File: config.mk
export PLATFORM = sky130hd
export DESIGN_NAME = gather_top
export DESIGN_NICKNAME = d
export VERILOG_FILES = /design/src/source/gather_pkg.sv /design/src/source/buffer_chain.sv /design/src/source/fifo_sync.sv /design/src/source/gather_top.sv /design/src/source/packet_gather.sv /design/src/source/pkt_mem.sv
export SDC_FILE = /design/constraint.sdc
export NUM_CORES = 2
export LEC_CHECK = 0
export BUFFER_PORTS_ARGS = -buffer_cell sky130_fd_sc_hd__buf_2
export CORE_UTILIZATION = 55
export CTS_BUF_LIST = sky130_fd_sc_hd__clkbuf_8
export CTS_CLUSTER_DIAMETER = 60
export DETAILED_ROUTE_END_ITERATION = 8
export GPL_ROUTABILITY_DRIVEN = 0
export PLACE_DENSITY = 0.81
export SETUP_SLACK_MARGIN = 0.3
export SYNTH_ARGS = -nofsm -noshare
export SYNTH_HDL_FRONTEND = slang
export SYNTH_MEMORY_MAX_BITS = 65536
export SYNTH_SLANG_ARGS = --single-unit
File: constraint.sdc
create_clock -name clk -period 7.2 [get_ports clk]
set_clock_uncertainty 0.2 [all_clocks]
set_input_delay 1.08 -clock clk [delete_from_list [all_inputs] [get_ports clk]]
set_output_delay 1.08 -clock clk [all_outputs]
set_load 0.005 [all_outputs]
File: src/source/gather_pkg.sv
// Packet gather shared definitions

`default_nettype none

package gather_pkg;

    // --------------------
    // Word and buffer geometry
    // --------------------
    localparam int DATA_BYTES   = 8;
    localparam int DATA_WID     = DATA_BYTES * 8;
    localparam int MTY_WID      = 3;
    localparam int BUFFER_WORDS = 4;
    localparam int NUM_BUFFERS  = 16;
    localparam int PTR_WID      = 4;
    localparam int ADDR_WID     = 6;

    localparam int META_WID     = 8;
    // Packet length in bytes, up to 512
    localparam int SIZE_WID     = 10;
    localparam int BUF_SIZE_WID = 5;

    // --------------------
    // Memory and queue sizing
    // --------------------
    localparam int MEM_RD_LATENCY  = 2;
    // Covers the read latency plus two words of slack
    localparam int PREFETCH_DEPTH  = MEM_RD_LATENCY + 2;
    localparam int BUF_QUEUE_DEPTH = 4;

    // --------------------
    // Structs
    // --------------------
    typedef struct packed {
        logic [PTR_WID-1:0]  ptr;
        logic [SIZE_WID-1:0] size;
        logic [META_WID-1:0] meta;
    } desc_t;

    // Size 0 on the eof buffer means the buffer is full
    typedef struct packed {
        logic [PTR_WID-1:0]      ptr;
        logic                    eof;
        logic [BUF_SIZE_WID-1:0] size;
        logic [META_WID-1:0]     meta;
    } buffer_ctxt_t;

    typedef struct packed {
        logic                eop;
        logic [MTY_WID-1:0]  mty;
        logic [META_WID-1:0] meta;
    } rd_ctxt_t;

    typedef struct packed {
        logic [DATA_WID-1:0] data;
        logic                eop;
        logic [MTY_WID-1:0]  mty;
        logic [META_WID-1:0] meta;
    } pkt_word_t;

    typedef struct packed {
        logic [META_WID-1:0] meta;
        logic [SIZE_WID-1:0] size;
    } pkt_event_t;

endpackage

`default_nettype wire

File: src/source/buffer_chain.sv
// Buffer chain walker

`timescale 1ns/100ps
`default_nettype none

module buffer_chain (
    input  logic                             clk,
    input  logic                             srst,

    // Descriptor input
    input  logic                             desc_vld,
    input  gather_pkg::desc_t                desc,
    output logic                             desc_rdy,

    // Link table load
    input  logic                             link_wr,
    input  logic [gather_pkg::PTR_WID-1:0]   link_ptr,
    input  logic [gather_pkg::PTR_WID-1:0]   link_nxt,

    // Buffer hand-off to the gather engine
    output logic                             buf_wr,
    output gather_pkg::buffer_ctxt_t         buf_ctxt,
    input  logic                             buf_space
);

    logic [gather_pkg::PTR_WID-1:0]  link_mem [gather_pkg::NUM_BUFFERS];

    logic                            walking;
    logic                            desc_acc;
    logic                            last_buf;

    logic [gather_pkg::PTR_WID-1:0]  cur_ptr;
    logic [gather_pkg::SIZE_WID-1:0] remain;
    logic [gather_pkg::META_WID-1:0] cur_meta;

    // --------------------
    // Link table
    // --------------------
    always_ff @(posedge clk) begin
        if (link_wr) begin
            link_mem[link_ptr] <= link_nxt;
        end
    end

    // --------------------
    // Walker control
    // --------------------
    assign desc_rdy = !walking;
    assign desc_acc = desc_vld && desc_rdy;

    // 32 bytes or fewer left means this is the final buffer
    assign last_buf = (remain <= gather_pkg::BUFFER_WORDS * gather_pkg::DATA_BYTES);

    // Emit one buffer per cycle while the queue has room
    assign buf_wr = walking && buf_space;

    always_ff @(posedge clk) begin
        if (srst) begin
            walking <= 1'b0;
        end else if (desc_acc) begin
            walking <= 1'b1;
        end else if (buf_wr && last_buf) begin
            walking <= 1'b0;
        end
    end

    // --------------------
    // Current buffer
    // --------------------
    always_ff @(posedge clk) begin
        if (desc_acc) begin
            cur_ptr  <= desc.ptr;
            remain   <= desc.size;
            cur_meta <= desc.meta;
        end else if (buf_wr) begin
            cur_ptr <= link_mem[cur_ptr];
            remain  <= remain - gather_pkg::SIZE_WID'(
                gather_pkg::BUFFER_WORDS * gather_pkg::DATA_BYTES);
        end
    end

    // Size is the remainder modulo 32, zero when the last buffer is full
    assign buf_ctxt.ptr  = cur_ptr;
    assign buf_ctxt.eof  = last_buf;
    assign buf_ctxt.size = remain[gather_pkg::BUF_SIZE_WID-1:0];
    assign buf_ctxt.meta = cur_meta;

endmodule

`default_nettype wire

File: src/source/fifo_sync.sv
// Synchronous FIFO, first-word fall-through

`timescale 1ns/100ps
`default_nettype none

module fifo_sync #(
    parameter int WIDTH = 8,
    parameter int DEPTH = 4
) (
    input  logic                       clk,
    input  logic                       srst,

    input  logic                       wr,
    input  logic [WIDTH-1:0]           wr_data,
    output logic                       full,
    output logic [$clog2(DEPTH+1)-1:0] count,

    input  logic                       rd,
    output logic [WIDTH-1:0]           rd_data,
    output logic                       empty
);

    logic [WIDTH-1:0]         mem [DEPTH];
    logic [$clog2(DEPTH)-1:0] wr_ptr;
    logic [$clog2(DEPTH)-1:0] rd_ptr;
    logic                     wr_en;
    logic                     rd_en;

    // Writes into a full FIFO and reads from an empty one are dropped
    assign wr_en = wr && !full;
    assign rd_en = rd && !empty;

    assign full  = (count == DEPTH);
    assign empty = (count == 0);

    // --------------------
    // Storage
    // --------------------
    always_ff @(posedge clk) begin
        if (wr_en) begin
            mem[wr_ptr] <= wr_data;
        end
    end

    // Head of queue is visible without a read
    assign rd_data = mem[rd_ptr];

    // --------------------
    // Pointers and fill count
    // --------------------
    always_ff @(posedge clk) begin
        if (srst) begin
            wr_ptr <= '0;
            rd_ptr <= '0;
            count  <= '0;
        end else begin
            if (wr_en) begin
                if (wr_ptr == DEPTH - 1) wr_ptr <= '0;
                else wr_ptr <= wr_ptr + 1'b1;
            end
            if (rd_en) begin
                if (rd_ptr == DEPTH - 1) rd_ptr <= '0;
                else rd_ptr <= rd_ptr + 1'b1;
            end
            if (wr_en && !rd_en) begin
                count <= count + 1'b1;
            end else if (rd_en && !wr_en) begin
                count <= count - 1'b1;
            end
        end
    end

endmodule

`default_nettype wire

File: src/source/gather_top.sv
// Packet gather subsystem top

`timescale 1ns/100ps
`default_nettype none

module gather_top (
    input  logic                             clk,
    input  logic                             srst,

    // Descriptors
    input  logic                             desc_vld,
    input  gather_pkg::desc_t                desc,
    output logic                             desc_rdy,

    // Link table load
    input  logic                             link_wr,
    input  logic [gather_pkg::PTR_WID-1:0]   link_ptr,
    input  logic [gather_pkg::PTR_WID-1:0]   link_nxt,

    // Memory load
    input  logic                             mem_wr,
    input  logic [gather_pkg::ADDR_WID-1:0]  mem_wr_addr,
    input  logic [gather_pkg::DATA_WID-1:0]  mem_wr_data,

    // Packet stream
    output logic                             pkt_vld,
    output gather_pkg::pkt_word_t            pkt,
    input  logic                             pkt_rdy,

    // Completion event
    output logic                             evt,
    output gather_pkg::pkt_event_t           evt_info
);

    logic                            buf_wr;
    gather_pkg::buffer_ctxt_t        buf_ctxt;
    logic                            buf_space;

    logic                            mem_rd_req;
    logic [gather_pkg::ADDR_WID-1:0] mem_rd_addr;
    logic                            mem_rd_ack;
    logic [gather_pkg::DATA_WID-1:0] mem_rd_data;

    buffer_chain i_buffer_chain (
        .clk       (clk),
        .srst      (srst),
        .desc_vld  (desc_vld),
        .desc      (desc),
        .desc_rdy  (desc_rdy),
        .link_wr   (link_wr),
        .link_ptr  (link_ptr),
        .link_nxt  (link_nxt),
        .buf_wr    (buf_wr),
        .buf_ctxt  (buf_ctxt),
        .buf_space (buf_space)
    );

    packet_gather i_packet_gather (
        .clk         (clk),
        .srst        (srst),
        .buf_wr      (buf_wr),
        .buf_ctxt    (buf_ctxt),
        .buf_space   (buf_space),
        .mem_rd_req  (mem_rd_req),
        .mem_rd_addr (mem_rd_addr),
        .mem_rd_ack  (mem_rd_ack),
        .mem_rd_data (mem_rd_data),
        .pkt_vld     (pkt_vld),
        .pkt         (pkt),
        .pkt_rdy     (pkt_rdy),
        .evt         (evt),
        .evt_info    (evt_info)
    );

    pkt_mem i_pkt_mem (
        .clk         (clk),
        .srst        (srst),
        .mem_wr      (mem_wr),
        .mem_wr_addr (mem_wr_addr),
        .mem_wr_data (mem_wr_data),
        .mem_rd_req  (mem_rd_req),
        .mem_rd_addr (mem_rd_addr),
        .mem_rd_ack  (mem_rd_ack),
        .mem_rd_data (mem_rd_data)
    );

endmodule

`default_nettype wire

File: src/source/packet_gather.sv
// Packet gather engine
// Buffer reads, prefetch and packet output

`timescale 1ns/100ps
`default_nettype none

module packet_gather (
    input  logic                             clk,
    input  logic                             srst,

    // Buffer queue input
    input  logic                             buf_wr,
    input  gather_pkg::buffer_ctxt_t         buf_ctxt,
    output logic                             buf_space,

    // Memory read port
    output logic                             mem_rd_req,
    output logic [gather_pkg::ADDR_WID-1:0]  mem_rd_addr,
    input  logic                             mem_rd_ack,
    input  logic [gather_pkg::DATA_WID-1:0]  mem_rd_data,

    // Packet stream
    output logic                             pkt_vld,
    output gather_pkg::pkt_word_t            pkt,
    input  logic                             pkt_rdy,

    // Completion event
    output logic                             evt,
    output gather_pkg::pkt_event_t           evt_info
);

    gather_pkg::buffer_ctxt_t  head;
    logic                      bq_full;
    logic                      bq_empty;
    logic                      head_vld;

    logic                      rd_mob;
    logic                      nxt_rd_mob;
    logic                      rd_issue;
    logic                      buf_pop;
    logic                      rd_rdy;
    logic                      rd_eop;
    logic                      rd_last;
    logic [gather_pkg::MTY_WID-1:0] rd_mty;

    logic [$clog2(gather_pkg::BUFFER_WORDS)-1:0]   words;
    logic [gather_pkg::BUF_SIZE_WID-1:0]           size_m1;
    logic [$clog2(gather_pkg::PREFETCH_DEPTH+1)-1:0] ctxt_count;
    logic [$clog2(gather_pkg::PREFETCH_DEPTH+1)-1:0] pf_count;
    logic [$clog2(gather_pkg::PREFETCH_DEPTH+1):0]   inflight;

    gather_pkg::rd_ctxt_t      rd_ctxt_in;
    gather_pkg::rd_ctxt_t      rd_ctxt_out;
    gather_pkg::pkt_word_t     pf_wr_data;
    logic                      pf_empty;
    logic                      pkt_xfer;

    logic [gather_pkg::SIZE_WID-1:0] byte_cnt;
    logic [gather_pkg::SIZE_WID-1:0] word_bytes;

    // --------------------
    // Buffer queue
    // --------------------
    fifo_sync #(
        .WIDTH ($bits(gather_pkg::buffer_ctxt_t)),
        .DEPTH (gather_pkg::BUF_QUEUE_DEPTH)
    ) i_fifo_buf (
        .clk     (clk),
        .srst    (srst),
        .wr      (buf_wr),
        .wr_data (buf_ctxt),
        .full    (bq_full),
        .count   (),
        .rd      (buf_pop),
        .rd_data (head),
        .empty   (bq_empty)
    );

    assign buf_space = !bq_full;
    assign head_vld  = !bq_empty;

    // Words held in prefetch plus reads still in flight
    assign inflight = {1'b0, ctxt_count} + {1'b0, pf_count};
    assign rd_rdy   = (inflight < gather_pkg::PREFETCH_DEPTH);

    // --------------------
    // Read FSM, start / middle of buffer
    // --------------------
    always_comb begin
        nxt_rd_mob = rd_mob;
        rd_issue   = 1'b0;
        buf_pop    = 1'b0;
        if (!rd_mob) begin
            if (head_vld && rd_rdy) begin
                rd_issue = 1'b1;
                if (rd_last) buf_pop = 1'b1;
                else nxt_rd_mob = 1'b1;
            end
        end else begin
            if (rd_rdy) begin
                rd_issue = 1'b1;
                if (rd_last) begin
                    buf_pop    = 1'b1;
                    nxt_rd_mob = 1'b0;
                end
            end
        end
    end

    always_ff @(posedge clk) begin
        if (srst) begin
            rd_mob <= 1'b0;
            words  <= '0;
        end else begin
            rd_mob <= nxt_rd_mob;
            if (buf_pop) words <= '0;
            else if (rd_issue) words <= words + 1'b1;
        end
    end

    // eop falls on the word holding the last byte of the eof buffer
    // Size 0 wraps round to the last word of the buffer
    assign size_m1 = head.size - 1'b1;
    assign rd_eop  = head.eof
                  && (words == size_m1[gather_pkg::BUF_SIZE_WID-1:gather_pkg::MTY_WID]);

    assign rd_last = rd_eop || (words == gather_pkg::BUFFER_WORDS - 1);
    // Unused bytes in the final word, 0 when it is full
    assign rd_mty  = rd_eop ? ('0 - head.size[gather_pkg::MTY_WID-1:0]) : '0;

    assign mem_rd_req  = rd_issue;
    // ptr * BUFFER_WORDS + words
    assign mem_rd_addr = {head.ptr, words};

    // --------------------
    // Read context and prefetch
    // --------------------
    assign rd_ctxt_in.eop  = rd_eop;
    assign rd_ctxt_in.mty  = rd_mty;
    assign rd_ctxt_in.meta = head.meta;

    fifo_sync #(
        .WIDTH ($bits(gather_pkg::rd_ctxt_t)),
        .DEPTH (gather_pkg::PREFETCH_DEPTH)
    ) i_fifo_rd_ctxt (
        .clk     (clk),
        .srst    (srst),
        .wr      (rd_issue),
        .wr_data (rd_ctxt_in),
        .full    (),
        .count   (ctxt_count),
        .rd      (mem_rd_ack),
        .rd_data (rd_ctxt_out),
        .empty   ()
    );

    assign pf_wr_data.data = mem_rd_data;
    assign pf_wr_data.eop  = rd_ctxt_out.eop;
    assign pf_wr_data.mty  = rd_ctxt_out.mty;
    assign pf_wr_data.meta = rd_ctxt_out.meta;

    fifo_sync #(
        .WIDTH ($bits(gather_pkg::pkt_word_t)),
        .DEPTH (gather_pkg::PREFETCH_DEPTH)
    ) i_fifo_prefetch (
        .clk     (clk),
        .srst    (srst),
        .wr      (mem_rd_ack),
        .wr_data (pf_wr_data),
        .full    (),
        .count   (pf_count),
        .rd      (pkt_xfer),
        .rd_data (pkt),
        .empty   (pf_empty)
    );

    assign pkt_vld  = !pf_empty;
    assign pkt_xfer = pkt_vld && pkt_rdy;

    // --------------------
    // Packet length and event
    // --------------------
    assign word_bytes = gather_pkg::SIZE_WID'(gather_pkg::DATA_BYTES)
                      - gather_pkg::SIZE_WID'(pkt.mty);

    always_ff @(posedge clk) begin
        if (srst) begin
            byte_cnt <= '0;
        end else if (pkt_xfer) begin
            if (pkt.eop) byte_cnt <= '0;
            else byte_cnt <= byte_cnt + word_bytes;
        end
    end

    assign evt           = pkt_xfer && pkt.eop;
    assign evt_info.meta = pkt.meta;
    assign evt_info.size = byte_cnt + word_bytes;

endmodule

`default_nettype wire

File: src/source/pkt_mem.sv
// Buffer memory, fixed read latency

`timescale 1ns/100ps
`default_nettype none

module pkt_mem (
    input  logic                             clk,
    input  logic                             srst,

    // Load port
    input  logic                             mem_wr,
    input  logic [gather_pkg::ADDR_WID-1:0]  mem_wr_addr,
    input  logic [gather_pkg::DATA_WID-1:0]  mem_wr_data,

    // Read port
    input  logic                             mem_rd_req,
    input  logic [gather_pkg::ADDR_WID-1:0]  mem_rd_addr,
    output logic                             mem_rd_ack,
    output logic [gather_pkg::DATA_WID-1:0]  mem_rd_data
);

    logic [gather_pkg::DATA_WID-1:0] mem      [2**gather_pkg::ADDR_WID];
    logic [gather_pkg::DATA_WID-1:0] rd_pipe  [gather_pkg::MEM_RD_LATENCY];
    logic                            ack_pipe [gather_pkg::MEM_RD_LATENCY];

    always_ff @(posedge clk) begin
        if (mem_wr) begin
            mem[mem_wr_addr] <= mem_wr_data;
        end
    end

    // Data pipeline
    always_ff @(posedge clk) begin
        rd_pipe[0] <= mem[mem_rd_addr];
        for (int i = 1; i < gather_pkg::MEM_RD_LATENCY; i++) begin
            rd_pipe[i] <= rd_pipe[i-1];
        end
    end

    // Ack follows each request by the full latency
    always_ff @(posedge clk) begin
        if (srst) begin
            for (int i = 0; i < gather_pkg::MEM_RD_LATENCY; i++) begin
                ack_pipe[i] <= 1'b0;
            end
        end else begin
            ack_pipe[0] <= mem_rd_req;
            for (int i = 1; i < gather_pkg::MEM_RD_LATENCY; i++) begin
                ack_pipe[i] <= ack_pipe[i-1];
            end
        end
    end

    assign mem_rd_ack  = ack_pipe[gather_pkg::MEM_RD_LATENCY-1];
    assign mem_rd_data = rd_pipe[gather_pkg::MEM_RD_LATENCY-1];

endmodule

`default_nettype wire

==> summary.md <==
| Metric | Value |
|---|---|
| GRT Max-Usage Layer | met2 |
| Post-Syn Area | 179200 um^2 |
| Met2 Usage GRT | 0.4173 |
| PwrDens | 333.5 nW/um^2 |
| Clock Path Buffers | 4 |
| Kind of critical path | reg -> out |
| Worst skew pair latency | 1160 ps |
| First DRT Iteration DRCs | 13.21k |
| Ranking of synthesized cells by area | edfxtp_1, mux4_2, mux2i_1, dfxtp_1, o22ai_1 |
| RSZ-0062 raised after global routing | false |
| Residual DRC | 184 |
| Final std cells w/o fill | 13.20k |
| Least-Margin Pin Slew | 1396 ps |
| Grt met3 use | 0.07686 |
| Vias in the first global route | 88.41k |
| Postcts setup bufs | 0 |
| Max FO, Critical Path | 40 |
| Synth Instances | 7595 |
| Layout Nets | 8439 |
| Period Utilization, post-route | 0.7806 |
| Worst Setup Start Kind | register |
| Number of hold violations in the final report | 0 |
| IO Count | 203 |
| Setup crit end kind | output pin |
| First-pass GRT wire length | 632.7 mm |
| Post-layout worst setup margin | 1580 ps |
| Core footprint | 324300 um^2 |
| Failing checks | design-rule violations |
| Status | complete, but fails checks |
| Synth cell types | 52 |
| Placed cell area | 186300 um^2 |
| Vias/cell | 6.621 |
| GRT Residual Overflow | 0 |
| Hold Crit Class | in -> reg |
| Clock Sinks | 4781 |
| Synth Area per Inst | 23.60 um^2 |
| Sequential area share after synthesis | 0.7914 |
| VDD IR max | 331.0 uV |
| CTS tree | built |
| Yosys warns | 0 |
| IO Port Bufs | 202 |
| Syn_nets | 7733 |
| Dpl cells | 11.92k |
| Clock period minus worst slack | 5620 ps |
| Tot GR Track Use | 0.2716 |
| Max-slew violations | 0 |
| Crit path required time | 5920 ps |
| Die height | 572.8 um |
| Share of cells above drive strength 1 | 0.2818 |
| CTS clk-pin slew, worst paths | 60 ps |
| Final setup viols | 0 |
| Met1 Usage GRT | 0.3683 |
| Area leader, netlist | edfxtp_1 |
| Setup TNS | 0 ps |
| Die width | 572.8 um |
| Root buffer cell | clkbuf_8 |
| Synth Flop Type | edfxtp_1 |
| CTS H-tree depth | 6 |
| Final wirelength | 449.7 mm |
| Wire per inst | 34.06 um |
| Arr. time, crit path | 4340 ps |
| DP HPWL | 242.1 mm |
| DRT Pass-1 Iters | 9 |
| Yosys reg bits | 4781 |
| Routed via count | 87.42k |
| Yosys top cell area share | 0.7718 |
| DRT antenna net count | 0 |
| Hold slack | 106.6 ps |
| Worst slack, placed | 2608 ps |
| Max Cap Viol | 0 |
| Starting Density | 0.5527 |
| Slew margin rel. | 0.06702 |
| Core Util, Final | 0.6147 |
| Post-synth ARST share | 0 |
| Initial antenna violation count | 45 |
| CTS buffer count | 696 |
| DIE AREA | 328100 um^2 |
| P&R area growth vs syn | 11.22% |
| Max Clock Freq | 0.1779 GHz |
| Worst Hold Launch | desc[10] |
| Number of flops mapped to enable cells by yosys | 4606 |
| P_leak | 63.28 nW |
| Final Instance Area | 199300 um^2 |
| FP Rows | 209 |
| Largest net degree at the start of global routing | 158 |
| Total Power | 66.48 mW |
-- power by group --
group	total [mW]	internal (mW)	leakage [nW]	switching [mW]
logic	13.5	6.30	12.9	7.19
registers	32.7	31.7	43.0	1.05
clock network	20.3	10.1	7.47	10.1
-- state kept, by name (all words and copies together) (netlist names), named ones only --
signal	cells
i_buffer_chain.cur_meta	8
i_buffer_chain.cur_ptr	4
i_buffer_chain.link_mem	64
i_buffer_chain.remain	10
i_buffer_chain.walking	1
i_packet_gather.byte_cnt	10
i_packet_gather.i_fifo_buf.count	3
i_packet_gather.i_fifo_buf.mem	72
i_packet_gather.i_fifo_buf.rd_ptr	2
i_packet_gather.i_fifo_buf.wr_ptr	2
i_packet_gather.i_fifo_prefetch.count	3
i_packet_gather.i_fifo_prefetch.mem	304
i_packet_gather.i_fifo_prefetch.rd_ptr	2
i_packet_gather.i_fifo_prefetch.wr_ptr	2
i_packet_gather.i_fifo_rd_ctxt.count	3
i_packet_gather.i_fifo_rd_ctxt.mem	48
i_packet_gather.i_fifo_rd_ctxt.rd_ptr	2
i_packet_gather.i_fifo_rd_ctxt.wr_ptr	2
i_packet_gather.rd_mob	1
i_packet_gather.words	2
i_pkt_mem.ack_pipe	2
i_pkt_mem.mem	4096
i_pkt_mem.rd_pipe	128
-- cell usage after synthesis, types with 4 or more instances --
cell type,n
a21oi_1,40
and2_1,21
buf_1,20
buf_2,166
buf_4,34
buf_6,5
clkbuf_1,166
dfxtp_1,175
edfxtp_1,4606
fa_1,4
ha_1,28
inv_1,27
mux2_2,5
mux2i_1,509
mux4_2,1149
nand2_1,74
nand2b_1,7
nand3_1,11
nand3b_1,6
nor2_1,113
nor2b_1,7
nor3_1,21
nor4_1,20
o21ai_0,18
o21ai_1,15
o22ai_1,238
or3_1,10
or4_1,48
xnor2_1,10
xor2_1,12
-- metal layers --
| layer | vias to the layer above | wire length (um) |
|---|---|---|
| li1 | 33900 | - |
| met1 | 45304 | 153300 |
| met2 | 6993 | 210600 |
| met3 | 1201 | 64550 |
| met4 | 22 | 21070 |
| met5 | - | 144 |
-- area by class of cell --
| class | count | area (um^2) |
|---|---|---|
| flip-flops and latches | 4781 | 141800 |
| fillers | 20380 | 124900 |
| multi-input cells | 2396 | 35980 |
| clock buffers | 745 | 10250 |
| well taps | 4325 | 5411 |
| repair buffers | 399 | 3048 |
| clock inverters | 500 | 2620 |
| inverters | 27 | 101.3 |
| diodes | 31 | 77.57 |
-- logic make-up after synthesis --
kind of cell | after synthesis | synth area share
flip-flops | 4781 | 0.7914
adder cells (fa/ha/maj) | 32 | 0.002402
AND/OR/NAND/NOR | 351 | 0.009922
multiplexers | 1664 | 0.1732
AO/OA/AOI/OAI | 326 | 0.01110
XOR/XNOR | 23 | 0.001166
buffers and inverters | 418 | 0.01084
-- path summary, 6_finish.rpt --
path,end,slack [ps],cells after the start
min,i_buffer_chain.remain[2],110,2
max,evt_info[9],1580,11
max reg2reg,i_pkt_mem.rd_pipe[0][46],2540,6
min reg2reg,i_pkt_mem.rd_pipe[0][69],120,0
-- critical path, cell delays in order (launching register included) --
cell	delay, ps
dfxtp_4	780
mux4_2	470
inv_1	100
ha_1	260
ha_1	310
a21o_1	120
a21oi_1	90
o21ai_0	440
nand2_1	220
nor2_1	190
xor2_1	160
buf_2	130
-- placed cells by master (no fill, tap or decap), types with 16 or more instances in the layout --
cell type,count
buf_12,43
o22ai_1,238
nand2_1,72
nor2_1,58
a21oi_1,40
diode_2,31
mux2i_1,508
o21ai_0,18
mux4_2,1149
clkinv_2,56
bufinv_16,16
clkbuf_8,745
dfxtp_1,171
nor2_4,55
clkinvlp_4,16
or4_1,48
buf_2,202
buf_4,146
edfxtp_1,4606
clkinv_1,142
and2_1,17
nor4_1,20
inv_1,269
ha_1,28
-- what timing repair did --
| item | in CTS | in global routing |
|---|---|---|
| resized for setup | 0 | 0 |
| hold buffers | 8 | 0 |
| endpoints found under the setup margin | 0 | 0 |
| endpoints found under the hold margin | 8 | 0 |
Note: power is estimated with default switching activity, not from simulation.
